<file path="src/hdl/core_pkg.sv">
// Core package for the in-order integer pipeline
// Widths, opcode and funct constants, ALU operations and the stage payloads
package core_pkg;

    // Datapath and register file sizes
    localparam int XLEN       = 32;
    localparam int NUM_REGS   = 32;
    localparam int REG_ADDR_W = 5;
    localparam int SHAMT_W    = 5;

    // Major opcodes of the supported formats
    localparam logic [6:0] OPC_OP     = 7'b0110011;
    localparam logic [6:0] OPC_OP_IMM = 7'b0010011;
    localparam logic [6:0] OPC_LUI    = 7'b0110111;

    // funct3 groups shared by OP and OP-IMM
    localparam logic [2:0] F3_ADD_SUB = 3'b000;
    localparam logic [2:0] F3_SLL     = 3'b001;
    localparam logic [2:0] F3_SLT     = 3'b010;
    localparam logic [2:0] F3_XOR     = 3'b100;
    localparam logic [2:0] F3_SRL_SRA = 3'b101;
    localparam logic [2:0] F3_OR      = 3'b110;
    localparam logic [2:0] F3_AND     = 3'b111;

    // funct7 variants of the R format
    localparam logic [6:0] F7_BASE = 7'b0000000;
    localparam logic [6:0] F7_ALT  = 7'b0100000;

    // ALU operations, PASS_B serves LUI
    typedef enum logic [3:0] {
        ALU_ADD, ALU_SUB, ALU_AND, ALU_OR, ALU_XOR,
        ALU_SLT, ALU_SLL, ALU_SRL, ALU_SRA, ALU_PASS_B
    } alu_op_e;

    // Decoded instruction held in the ID register
    typedef struct packed {
        logic                  valid;
        alu_op_e               alu_op;
        logic [REG_ADDR_W-1:0] rd;
        logic [REG_ADDR_W-1:0] rs1;
        logic [REG_ADDR_W-1:0] rs2;
        logic [XLEN-1:0]       imm;
        logic                  use_imm;
        logic                  rd_we;
    } id_item_t;

    // Register read result held in the RR/EXE register
    typedef struct packed {
        id_item_t        instr;
        logic [XLEN-1:0] op_a;
        logic [XLEN-1:0] op_b;
    } rr_item_t;

    // Execute result held in the EXE/WB register
    typedef struct packed {
        logic                  valid;
        logic [REG_ADDR_W-1:0] rd;
        logic                  rd_we;
        logic [XLEN-1:0]       result;
    } wb_item_t;

endpackage

</file>
<file path="src/hdl/wb_if.sv">
// Writeback bus
// Carries the held writeback result to the register file and to the
// execute stage forwarding path
`timescale 1ns/1ps

interface wb_if
    import core_pkg::*;
();
    // Held item writes a register (x0 already excluded)
    logic                  fwd_valid;
    // One cycle pulse when that item retires
    logic                  wr_en;
    logic [REG_ADDR_W-1:0] rd;
    logic [XLEN-1:0]       data;

    // Writeback stage drives everything
    modport wb_mp (output fwd_valid, output wr_en, output rd, output data);
    // Register file write port
    modport rr_mp (input wr_en, input rd, input data);
    // Forwarding source for execute
    modport exe_mp (input fwd_valid, input rd, input data);

endinterface

</file>
<file path="src/hdl/decode_stage.sv">
// Decode stage
// Takes one instruction per four-phase req/ack exchange, decodes the
// supported RV32I subset and loads the ID register
`timescale 1ns/1ps

module decode_stage
    import core_pkg::*;
(
    input  logic            clk_i,
    input  logic            rstn_i,
    input  logic            instr_req_i,
    input  logic [XLEN-1:0] instr_i,
    input  logic            stall_i,
    output logic            instr_ack_o,
    output id_item_t        id_o
);

    logic [6:0] opcode;
    logic [2:0] funct3;
    logic [6:0] funct7;
    logic       accept;
    logic       ack_q;
    id_item_t   dec;
    id_item_t   id_q;

    assign opcode = instr_i[6:0];
    assign funct3 = instr_i[14:12];
    assign funct7 = instr_i[31:25];

    ////////////////////////////////////////////////////////////////////////////
    // Instruction decode

    always_comb begin
        dec         = '0;
        dec.rd      = instr_i[11:7];
        dec.rs1     = instr_i[19:15];
        dec.rs2     = instr_i[24:20];
        // Sign extended I immediate by default
        dec.imm     = {{(XLEN-12){instr_i[31]}}, instr_i[31:20]};
        dec.alu_op  = ALU_ADD;
        case (opcode)
            OPC_LUI: begin
                dec.valid   = 1'b1;
                dec.alu_op  = ALU_PASS_B;
                dec.use_imm = 1'b1;
                // U immediate, low 12 bits zero
                dec.imm     = {instr_i[31:12], 12'b0};
            end
            OPC_OP_IMM: begin
                dec.valid   = 1'b1;
                dec.use_imm = 1'b1;
                case (funct3)
                    F3_ADD_SUB: dec.alu_op = ALU_ADD;
                    F3_XOR:     dec.alu_op = ALU_XOR;
                    F3_OR:      dec.alu_op = ALU_OR;
                    F3_AND:     dec.alu_op = ALU_AND;
                    // Immediate shifts and SLTI are not supported
                    default:    dec.valid  = 1'b0;
                endcase
            end
            OPC_OP: begin
                dec.valid = 1'b1;
                if (funct7 == F7_BASE) begin
                    case (funct3)
                        F3_ADD_SUB: dec.alu_op = ALU_ADD;
                        F3_SLL:     dec.alu_op = ALU_SLL;
                        F3_SLT:     dec.alu_op = ALU_SLT;
                        F3_XOR:     dec.alu_op = ALU_XOR;
                        F3_SRL_SRA: dec.alu_op = ALU_SRL;
                        F3_OR:      dec.alu_op = ALU_OR;
                        F3_AND:     dec.alu_op = ALU_AND;
                        default:    dec.valid  = 1'b0;
                    endcase
                end else if (funct7 == F7_ALT) begin
                    case (funct3)
                        F3_ADD_SUB: dec.alu_op = ALU_SUB;
                        F3_SRL_SRA: dec.alu_op = ALU_SRA;
                        default:    dec.valid  = 1'b0;
                    endcase
                end else begin
                    dec.valid = 1'b0;
                end
            end
            default: dec.valid = 1'b0;
        endcase
        // No register write for x0
        dec.rd_we = dec.valid && (dec.rd != '0);
        // Unsupported encodings leave as clean bubbles
        if (!dec.valid) begin
            dec = '0;
        end
    end

    ////////////////////////////////////////////////////////////////////////////
    // Input handshake and ID register

    // Ack rises only when the pipeline can take the item
    assign accept = instr_req_i && !ack_q && !stall_i;

    always_ff @(posedge clk_i or negedge rstn_i) begin
        if (!rstn_i) begin
            ack_q <= 1'b0;
        end else if (accept) begin
            ack_q <= 1'b1;
        end else if (!instr_req_i) begin
            // Source withdrew its request, close the exchange
            ack_q <= 1'b0;
        end
    end

    always_ff @(posedge clk_i or negedge rstn_i) begin
        if (!rstn_i) begin
            id_q <= '0;
        end else if (!stall_i) begin
            // Bubble when nothing is accepted this cycle
            id_q <= accept ? dec : '0;
        end
    end

    assign instr_ack_o = ack_q;
    assign id_o        = id_q;

endmodule

</file>
<file path="src/hdl/regread_stage.sv">
// Register read stage
// 32 entry register file with write-first reads, operand B selection
// and the RR/EXE register
`timescale 1ns/1ps

module regread_stage
    import core_pkg::*;
(
    input  logic     clk_i,
    input  logic     rstn_i,
    input  logic     stall_i,
    input  id_item_t id_i,
    wb_if.rr_mp      wb,
    output rr_item_t rr_o
);

    logic [XLEN-1:0] regs_q [NUM_REGS];
    logic [XLEN-1:0] rs1_data;
    logic [XLEN-1:0] rs2_data;
    rr_item_t        rr_d;
    rr_item_t        rr_q;

    ////////////////////////////////////////////////////////////////////////////
    // Register file

    // Write port fed by the retire pulse of writeback
    always_ff @(posedge clk_i or negedge rstn_i) begin
        if (!rstn_i) begin
            for (int i = 0; i < NUM_REGS; i++) begin
                regs_q[i] <= '0;
            end
        end else if (wb.wr_en) begin
            regs_q[wb.rd] <= wb.data;
        end
    end

    // Write-first read, a value retiring this cycle is seen at once
    assign rs1_data = (wb.wr_en && (wb.rd == id_i.rs1)) ? wb.data : regs_q[id_i.rs1];
    assign rs2_data = (wb.wr_en && (wb.rd == id_i.rs2)) ? wb.data : regs_q[id_i.rs2];

    ////////////////////////////////////////////////////////////////////////////
    // Operand selection and RR/EXE register

    always_comb begin
        rr_d.instr = id_i;
        rr_d.op_a  = rs1_data;
        // Immediate replaces rs2 for I and U formats
        rr_d.op_b  = id_i.use_imm ? id_i.imm : rs2_data;
    end

    always_ff @(posedge clk_i or negedge rstn_i) begin
        if (!rstn_i) begin
            rr_q <= '0;
        end else if (!stall_i) begin
            rr_q <= rr_d;
        end
    end

    assign rr_o = rr_q;

endmodule

</file>
<file path="src/hdl/execute_stage.sv">
// Execute stage
// Forwards the writeback result into the source operands, evaluates
// the ALU and loads the EXE/WB register
`timescale 1ns/1ps

module execute_stage
    import core_pkg::*;
(
    input  logic     clk_i,
    input  logic     rstn_i,
    input  logic     stall_i,
    input  rr_item_t rr_i,
    wb_if.exe_mp     wb,
    output wb_item_t wb_item_o
);

    logic                fwd_a;
    logic                fwd_b;
    logic [XLEN-1:0]     op_a;
    logic [XLEN-1:0]     op_b;
    logic [SHAMT_W-1:0]  shamt;
    logic [XLEN-1:0]     result;
    wb_item_t            wb_d;
    wb_item_t            wb_q;

    ////////////////////////////////////////////////////////////////////////////
    // WB to EXE forwarding

    // fwd_valid already excludes x0
    assign fwd_a = wb.fwd_valid && (wb.rd == rr_i.instr.rs1);
    // Immediate operand is never overridden
    assign fwd_b = wb.fwd_valid && !rr_i.instr.use_imm && (wb.rd == rr_i.instr.rs2);

    assign op_a  = fwd_a ? wb.data : rr_i.op_a;
    assign op_b  = fwd_b ? wb.data : rr_i.op_b;
    // Shift amount from the low bits of operand B
    assign shamt = op_b[SHAMT_W-1:0];

    ////////////////////////////////////////////////////////////////////////////
    // ALU

    always_comb begin
        case (rr_i.instr.alu_op)
            ALU_ADD:    result = op_a + op_b;
            ALU_SUB:    result = op_a - op_b;
            ALU_AND:    result = op_a & op_b;
            ALU_OR:     result = op_a | op_b;
            ALU_XOR:    result = op_a ^ op_b;
            // Signed compare, result is 0 or 1
            ALU_SLT:    result = {{(XLEN-1){1'b0}}, ($signed(op_a) < $signed(op_b))};
            ALU_SLL:    result = op_a << shamt;
            ALU_SRL:    result = op_a >> shamt;
            ALU_SRA:    result = $unsigned($signed(op_a) >>> shamt);
            ALU_PASS_B: result = op_b;
            default:    result = '0;
        endcase
    end

    ////////////////////////////////////////////////////////////////////////////
    // EXE/WB register

    always_comb begin
        wb_d.valid  = rr_i.instr.valid;
        wb_d.rd     = rr_i.instr.rd;
        wb_d.rd_we  = rr_i.instr.rd_we;
        wb_d.result = result;
    end

    // Held under stall so commit data stays stable
    always_ff @(posedge clk_i or negedge rstn_i) begin
        if (!rstn_i) begin
            wb_q <= '0;
        end else if (!stall_i) begin
            wb_q <= wb_d;
        end
    end

    assign wb_item_o = wb_q;

endmodule

</file>
<file path="src/hdl/writeback_stage.sv">
// Writeback stage
// Runs the four-phase commit handshake for each valid item, issues the
// register write pulse and computes the global stall
`timescale 1ns/1ps

module writeback_stage
    import core_pkg::*;
(
    input  logic                  clk_i,
    input  logic                  rstn_i,
    input  wb_item_t              wb_item_i,
    input  logic                  commit_ack_i,
    output logic                  commit_req_o,
    output logic [REG_ADDR_W-1:0] commit_rd_o,
    output logic [XLEN-1:0]       commit_data_o,
    output logic                  stall_o,
    wb_if.wb_mp                   wb
);

    typedef enum logic [1:0] {
        WB_IDLE,
        WB_REQ,
        WB_WAIT
    } wb_state_e;

    wb_state_e state_q;
    wb_state_e state_d;
    logic      retire;

    ////////////////////////////////////////////////////////////////////////////
    // Commit FSM

    always_comb begin
        state_d = state_q;
        retire  = 1'b0;
        case (state_q)
            // New valid item raises the request next cycle
            WB_IDLE: if (wb_item_i.valid) state_d = WB_REQ;
            // Sink took it, drop the request
            WB_REQ:  if (commit_ack_i) state_d = WB_WAIT;
            WB_WAIT: begin
                // Ack low again, item leaves the pipeline
                if (!commit_ack_i) begin
                    retire  = 1'b1;
                    state_d = WB_IDLE;
                end
            end
            default: state_d = WB_IDLE;
        endcase
    end

    always_ff @(posedge clk_i or negedge rstn_i) begin
        if (!rstn_i) begin
            state_q <= WB_IDLE;
        end else begin
            state_q <= state_d;
        end
    end

    assign commit_req_o  = (state_q == WB_REQ);
    assign commit_rd_o   = wb_item_i.rd;
    assign commit_data_o = wb_item_i.result;

    // Whole pipeline freezes until the held item retires
    assign stall_o = wb_item_i.valid && !retire;

    ////////////////////////////////////////////////////////////////////////////
    // Forwarding and register write

    assign wb.fwd_valid = wb_item_i.valid && wb_item_i.rd_we;
    assign wb.wr_en     = retire && wb_item_i.rd_we;
    assign wb.rd        = wb_item_i.rd;
    assign wb.data      = wb_item_i.result;

endmodule

</file>
<file path="src/hdl/rv_pipe_top.sv">
// Top level of the integer pipeline
// Decode, register read, execute and writeback in series with a shared
// writeback bus, four-phase instruction input and commit output
`timescale 1ns/1ps

module rv_pipe_top
    import core_pkg::*;
(
    input  logic                  clk_i,
    input  logic                  rstn_i,
    // Instruction input
    input  logic                  instr_req_i,
    input  logic [XLEN-1:0]       instr_i,
    output logic                  instr_ack_o,
    // Commit output
    output logic                  commit_req_o,
    output logic [REG_ADDR_W-1:0] commit_rd_o,
    output logic [XLEN-1:0]       commit_data_o,
    input  logic                  commit_ack_i
);

    id_item_t id_item;
    rr_item_t rr_item;
    wb_item_t wb_item;
    logic     stall;

    // Writeback result to register file and forwarding mux
    wb_if wb_bus ();

    decode_stage u_decode (
        .clk_i       (clk_i),
        .rstn_i      (rstn_i),
        .instr_req_i (instr_req_i),
        .instr_i     (instr_i),
        .stall_i     (stall),
        .instr_ack_o (instr_ack_o),
        .id_o        (id_item)
    );

    regread_stage u_regread (
        .clk_i   (clk_i),
        .rstn_i  (rstn_i),
        .stall_i (stall),
        .id_i    (id_item),
        .wb      (wb_bus),
        .rr_o    (rr_item)
    );

    execute_stage u_execute (
        .clk_i     (clk_i),
        .rstn_i    (rstn_i),
        .stall_i   (stall),
        .rr_i      (rr_item),
        .wb        (wb_bus),
        .wb_item_o (wb_item)
    );

    // Source of the global stall
    writeback_stage u_writeback (
        .clk_i         (clk_i),
        .rstn_i        (rstn_i),
        .wb_item_i     (wb_item),
        .commit_ack_i  (commit_ack_i),
        .commit_req_o  (commit_req_o),
        .commit_rd_o   (commit_rd_o),
        .commit_data_o (commit_data_o),
        .stall_o       (stall),
        .wb            (wb_bus)
    );

endmodule

</file>
<file path="config.mk">
export PLATFORM = sky130hd
export DESIGN_NAME = rv_pipe_top
export DESIGN_NICKNAME = d
export VERILOG_FILES = /design/src/hdl/core_pkg.sv /design/src/hdl/wb_if.sv /design/src/hdl/decode_stage.sv /design/src/hdl/regread_stage.sv /design/src/hdl/execute_stage.sv /design/src/hdl/writeback_stage.sv /design/src/hdl/rv_pipe_top.sv
export SDC_FILE = /design/constraint.sdc
export NUM_CORES = 2
export LEC_CHECK = 0
export ABC_AREA = 1
export BUFFER_PORTS_ARGS = -buffer_cell sky130_fd_sc_hd__buf_2
export CELL_PAD_IN_SITES_DETAIL_PLACEMENT = 1
export CELL_PAD_IN_SITES_GLOBAL_PLACEMENT = 2
export CORE_UTILIZATION = 40
export DETAILED_ROUTE_END_ITERATION = 6
export GPL_ROUTABILITY_DRIVEN = 0
export PLACE_DENSITY = 0.93
export SETUP_SLACK_MARGIN = 0.05
export SYNTH_ARGS = -nofsm -noshare
export SYNTH_HDL_FRONTEND = slang
export SYNTH_SLANG_ARGS = --single-unit
</file>
<file path="constraint.sdc">
create_clock -name clk_i -period 10.8 [get_ports clk_i]
set_input_delay 3.24 -clock clk_i [delete_from_list [all_inputs] [get_ports clk_i]]
set_output_delay 3.24 -clock clk_i [all_outputs]
set_load 0.02 [all_outputs]
</file>
Word-level counts from Yosys, hierarchy flattened
Index checks and enable logic that the tools add are counted.

Flip-flop bits (word level): 1206. Input port bits: 36. Logic and storage cells: 164.

Reduce and logical (&&, ||, !) cells: 26. Order comparisons: 5. Bitwise gates (word level): 6. Shifts and indexed selects: 3. Equal/unequal tests: 29. Multiplexer cells: 38. $add $sub $neg: 2.

Operators by type and width (number): $bwmux W1024 (1); $bmux W32 S5 (2); $mux W32 (10); $pmux W32 S10 (1); $demux W32 S5 (1); $mux W54 (2); $add A32 B32 Y32 (1); $and A32 B32 Y32 (1); $lt A32 B32 Y1 (1); $or A32 B32 Y32 (1); $shl A32 B5 Y32 (1); $shr A32 B5 Y32 (1); $sshr A32 B5 Y32 (1); $sub A32 B32 Y32 (1); $xor A32 B32 Y32 (1); $mux W31 (1); $eq A7 B6 Y1 const B (3); $eq A5 B5 Y1 (4); $ge A6 B6 Y1 const B (3); $not A5 Y6 (3); $pmux W3 S6 (1); $eq A4 B3 Y1 const B (4); $eq A3 B3 Y1 const B (4); $logic_and A1 B1 Y1 (12); 30 further kinds (48).

Depth between registers and ports, before layout
Word-level depth: 9. Mapped depth: 32. Depth with buffers taken out: 29.

By module
Synthesis repeated with hierarchy kept, for this count alone.

Cell total of the unflattened synthesis: 11868. Area, all modules: 77759.6 sq um.

Modules (own cells, without submodules): regread_stage (seq. area each 28577.4 sq um, cells each 9062, instances 1, area an instance 62150.9 sq um); execute_stage (seq. area each 975.9 sq um, cells each 2354, instances 1, area an instance 12195.4 sq um); decode_stage (seq. area each 1376.3 sq um, cells each 360, instances 1, area an instance 2727.6 sq um); writeback_stage (seq. area each 50.0 sq um, cells each 92, instances 1, area an instance 685.7 sq um).

Worst setup path after synthesis
No wires, ideal clock.

Path kind: in2reg. From: input instr_i[27]. To: register u_decode.id_q, in the netlist u_decode.id_o[10]. Data arrival time: 4.979 ns. Stages on the path: 12. Data required time: 10.704 ns. Path slack: 5.726 ns. Library setup time: 0.096 ns. Cell sequence: inv_1 nand4_1 nor4_1 a31oi_1 nand2_1 nand3_1 nand2_1 inv_1 a21oi_2 clkinv_1 clkbuf_1 o31ai_1.

Cells in the longest elaborated chain, start to end: 6.

Ends and longest elaborated chain: start: declaration (RTL line rv_pipe_top.sv:13) `input logic [XLEN-1:0] instr_i,`; $eq A7 B6 Y1 (RTL line decode_stage.sv:74) `end else if (funct7 == F7_ALT) begin`; $mux W1 (RTL line decode_stage.sv:74); $mux W5 * (RTL line decode_stage.sv:63) `if (funct7 == F7_BASE) begin`; $pmux W1 S3 * (RTL line decode_stage.sv:41) `case (opcode)`; $mux W54 * (RTL line decode_stage.sv:89) `if (!dec.valid) begin`; $mux W54 * (RTL line decode_stage.sv:116) `id_q <= accept ? dec : '0;`; end signal: assignment (RTL line decode_stage.sv:116); end: declaration (RTL line decode_stage.sv:24) `id_item_t id_q;`.

Mark *: on every way between the ends. The rest lies on a longest branch, timed or not. A chain may end at the register's enable or synchronous reset.

Final worst setup path
From: register u_execute.wb_q, in the netlist u_execute.wb_item_o[37]. To: register u_execute.wb_q, in the netlist u_execute.wb_item_o[27].

Cells in the longest elaborated chain, start to end: 5.

Ends and longest elaborated chain: start: declaration (RTL line execute_stage.sv:24) `wb_item_t wb_q;`; start signal: assignment (RTL line execute_stage.sv:74) `wb_q <= wb_d;`; $eq A5 B5 Y1 (on tied branches) (RTL line execute_stage.sv:30, execute_stage.sv:32); $logic_and A1 B1 Y1 (on tied branches) (RTL line execute_stage.sv:30, execute_stage.sv:32); $mux W32 (on tied branches) (RTL line execute_stage.sv:34, execute_stage.sv:35); $sub A32 B32 Y32, or another cell as far along (RTL line execute_stage.sv:45) `ALU_SUB: result = op_a - op_b;`; $pmux W32 S10 * (RTL line execute_stage.sv:43) `case (rr_i.instr.alu_op)`.

Marked as above.

==> results.toml <==
[run_status]
status = "finished with violations"
failed_checks = "DRC"

[power_and_ir_drop]
netSwitchingPower_mw = 3.65
p_comb_share_pct = 16.4
finalPower_mw = 11.4
power.density_nw_per_um2 = 147
pwr-share-clk_pct = 42.9
pwr-share-seq_pct = 40.7
leakagePower_nw = 34.5
irDropWorstVdd_uv = 227
p_sw_share_pct = 31.9
intPower_mw = 7.79

[floorplanning]
die-area_um2 = 181000
die_h_um = 426
rows = 155
io_pins = 75
die_x_um = 426
core_area_um2 = 178000
initial_core_util_pct = 40.3

[global_route]
grt-ovfl-total = 0
track_usage_pct = 36.1
grt_pass1_vias = 77665
grt_antenna_before_repair = 6
grt_pass1_wl_mm = 499
grt_start_max_net_pins = 197

[worst_setup_path]
crit_required_ns = 11.50
crit_arrival_ns = 7.41
critPathLaunchType = "flop"
path_delay_family = "simple AND/OR/NAND/NOR gates"
end_kind = "flop"
cpPeakStageDelay_ns = 0.58
crit_buf_inv = 7
cp_slowest_cell = "dfrtp_1"
crit_start = "u_execute.wb_item_o[37]"
cp_max_fo = 59
worst_path_most_repeated_cell = "nand2_1"
crit_type = "reg2reg"
r2r_start = "u_execute.wb_item_o[37]"

[cells_and_area]
fillCellCount = 22056
area_growth_syn_to_layout_pct = 8.13
finalNetCount = 9475
drive_above_1_share_pct = 5.56

[detailed_routing]
wl_mm = 333
drc = 1
antenna_left = 0
drtPass1Iterations = 7
vias = 77551
wl_per_cell_um = 28.2
drt_iter0_markers = 9090
via_per_inst = 6.57

[clock_tree]
clkSlewWorstSetupHoldPaths_ns = 0.06
clk_path_buf_depth = 3
cts_root_buf = "clkbuf_16"
post_cts_buffers = 0
h-tree-depth = 4
cts_sinks = 1206
clk_latency_ns = 0.83
numCtsBuffers = 140
cts.hold.buffers_added = 0
cts_tree = "yes"
ctsResizeCount = 0

[timing]
layout_min_cycle_time_ns = 6.71
hold_viol = 0
max_slew_margin_pct = 13.9
slew_viol_final = 0
fin_crit_sh_pct = 62.2
fin_tns_setup_ns = 0
rsz0062_at_grt = "false"
worst_slew_pin_slew_ns = 1.29
fin_worst_skew_ns = 0.0382
finalSetupViolations = 0
max_freq_ghz = 0.149

[placed_design]
detailedPlacementHpwl_mm = 190
io_buffer_count = 74

[logic_synthesis]
netlist_instances = 9930
avgSynthCellArea_um2 = 7.24
synth_nets = 10065
synth-seq-cells = 1206
synth.distinct_cells = 50
synth-async-reset-ratio_pct = 100
synthesis.area_um2 = 71900
yosys_warnings = 0
ys_seq_area_share_pct = 42.0
synth-edff-count = 0
synthFlopType = "dfrtp_1"

[flow_run]
maxCapViolations = 0

[worst_hold_path]
hold_path.class = "reg2reg"
min_from = "u_regread.rr_o[117]"
kinds of logic (layout without fill, tap and decap cells):
family	Yosys count	after routing	synth area share (%)
buffers and inverters	1347	867	7.31
adder cells (fa/ha/maj)	99	99	1.74
AND/OR/NAND/NOR	4022	4022	22.7
other	0	5	0
flip-flops	1206	1206	42.0
AO/OA/AOI/OAI	3249	3249	26.1
XOR/XNOR	7	7	0.0853
cell usage after synthesis, types with 3 or more instances:
| cell | instances | share of area, % |
|---|---|---|
| o211ai_1 | 105 | 1.1 |
| inv_1 | 389 | 2.0 |
| dfrtp_1 | 1206 | 42 |
| a31oi_1 | 14 | 0.12 |
| nand2_1 | 1934 | 10 |
| a221oi_1 | 9 | 0.11 |
| o22ai_1 | 41 | 0.36 |
| nor2_1 | 1187 | 6.2 |
| ha_1 | 97 | 1.7 |
| nand3_1 | 788 | 5.5 |
| clkbuf_1 | 818 | 4.3 |
| o21ai_0 | 2194 | 15 |
| clkinv_1 | 7 | 0.037 |
| a21boi_0 | 6 | 0.063 |
| a21o_1 | 9 | 0.094 |
| a32o_1 | 9 | 0.13 |
| o21a_1 | 9 | 0.094 |
| a311oi_1 | 5 | 0.061 |
| nand4_1 | 52 | 0.45 |
| nor2_2 | 6 | 0.052 |
| buf_2 | 38 | 0.26 |
| o21ai_1 | 107 | 0.74 |
| o31ai_1 | 11 | 0.11 |
| buf_1 | 34 | 0.18 |
| o221ai_1 | 508 | 6.2 |
| o21ai_2 | 8 | 0.097 |
| nor3_1 | 28 | 0.19 |
| inv_2 | 21 | 0.11 |
| a32oi_1 | 3 | 0.037 |
| buf_4 | 40 | 0.42 |
| a21oi_1 | 191 | 1.3 |
| o21bai_1 | 11 | 0.11 |
| nand3b_1 | 6 | 0.063 |
| nor4_1 | 14 | 0.12 |
| xor2_1 | 5 | 0.061 |
stage by stage:
stage          cells  util (%)  instance area, um^2  hold WS [ns]  setup WS, ns
6_report       11810      43.6                77700         0.464          4.09
5_1_grt        11805      43.6                77700         0.487          3.87
4_1_cts        11805      43.6                77700         0.468          4.39
3_5_place_dp   11553      41.0                73100         0.455          3.95
3_3_place_gp   11553      41.0                73100         0.434          4.15
2_1_floorplan   9930         -                71900         0.420          5.73
routing by layer:
| metal | up-vias | track usage (%) | part of all wire [%] |
|---|---|---|---|
| met2 | 4266 | 54.0 | 43 |
| met5 | - | 0 | 0.015 |
| met3 | 1062 | 8.25 | 10 |
| met4 | 8 | 20.7 | 6.3 |
| met1 | 39127 | 47.8 | 40 |
| li1 | 33088 | - | - |
worst register-to-register path: cells and delay by family (launching register included):
family | cells | cell delay, ns
AO/OA/AOI/OAI | 5 | 1.50
flip-flops | 1 | 0.58
AND/OR/NAND/NOR | 15 | 2.15
buffers and inverters | 7 | 1.79
adder cells (fa/ha/maj) | 1 | 0.57
flip-flops by register name, summed over array words and instances, names as in the netlist:
register	cells
u_writeback.state_q	2
u_regread.regs_q	1024
u_regread.rr_o	86
u_execute.wb_item_o	39
u_decode.instr_ack_o	1
u_decode.id_o	54
placed cells by master (no fill, tap or decap), types with 14 or more instances in the layout:
cell,instances
o21ai_0,2194
nand2_1,1905
dfrtp_1,1196
nor2_1,1187
nand3_1,787
o221ai_1,508
inv_1,385
a21oi_1,191
clkbuf_16,142
o21ai_1,105
o211ai_1,105
buf_4,104
ha_1,97
buf_2,73
nand4_1,52
o22ai_1,41
clkinv_2,32
nand2_4,29
nor3_1,27
clkbuf_8,27
clkbuf_1,25
buf_12,21
inv_2,19
a31oi_1,14
path summary, 6_finish.rpt:
| kind | end | slack, ns | cells after the start |
|---|---|---|---|
| worst max-delay path | u_execute.wb_item_o[27] | 4.09 | 28 |
| worst min-delay path | u_execute.wb_item_o[38] | 0.46 | 2 |
| worst max register to register | u_execute.wb_item_o[27] | 4.09 | 28 |
| worst min register to register | u_execute.wb_item_o[38] | 0.46 | 2 |
| max in group asynchronous | u_execute.wb_item_o[21] | 6.25 | 3 |
| min in group asynchronous | u_regread.regs_q[437] | 2.42 | 1 |
power groups by stage:
stage	registers, mW	logic, mW	clock network [mW]
2_1_floorplan	4.69	1.14	0
3_3_place_gp	4.73	1.77	0
3_5_place_dp	4.74	1.80	0
4_1_cts	4.66	1.81	4.94
5_1_grt	4.66	2.01	5.10
6_report	4.66	1.88	4.90
final cells by class:
type                            instances  area [um^2]  share of cell area, %
Multi-Input combinational cell       7377        36700                   47.3
Sequential cell                      1206        30200                   38.9
Clock buffer                          194         4020                   5.17
Tap cell                             2355         2950                   3.79
Inverter                              417         1610                   2.07
Timing Repair Buffer                  198         1570                   2.02
Clock inverter                         58          608                  0.782
Antenna cell                            5         12.5                 0.0161
Note: power is estimated with default switching activity, not from simulation.
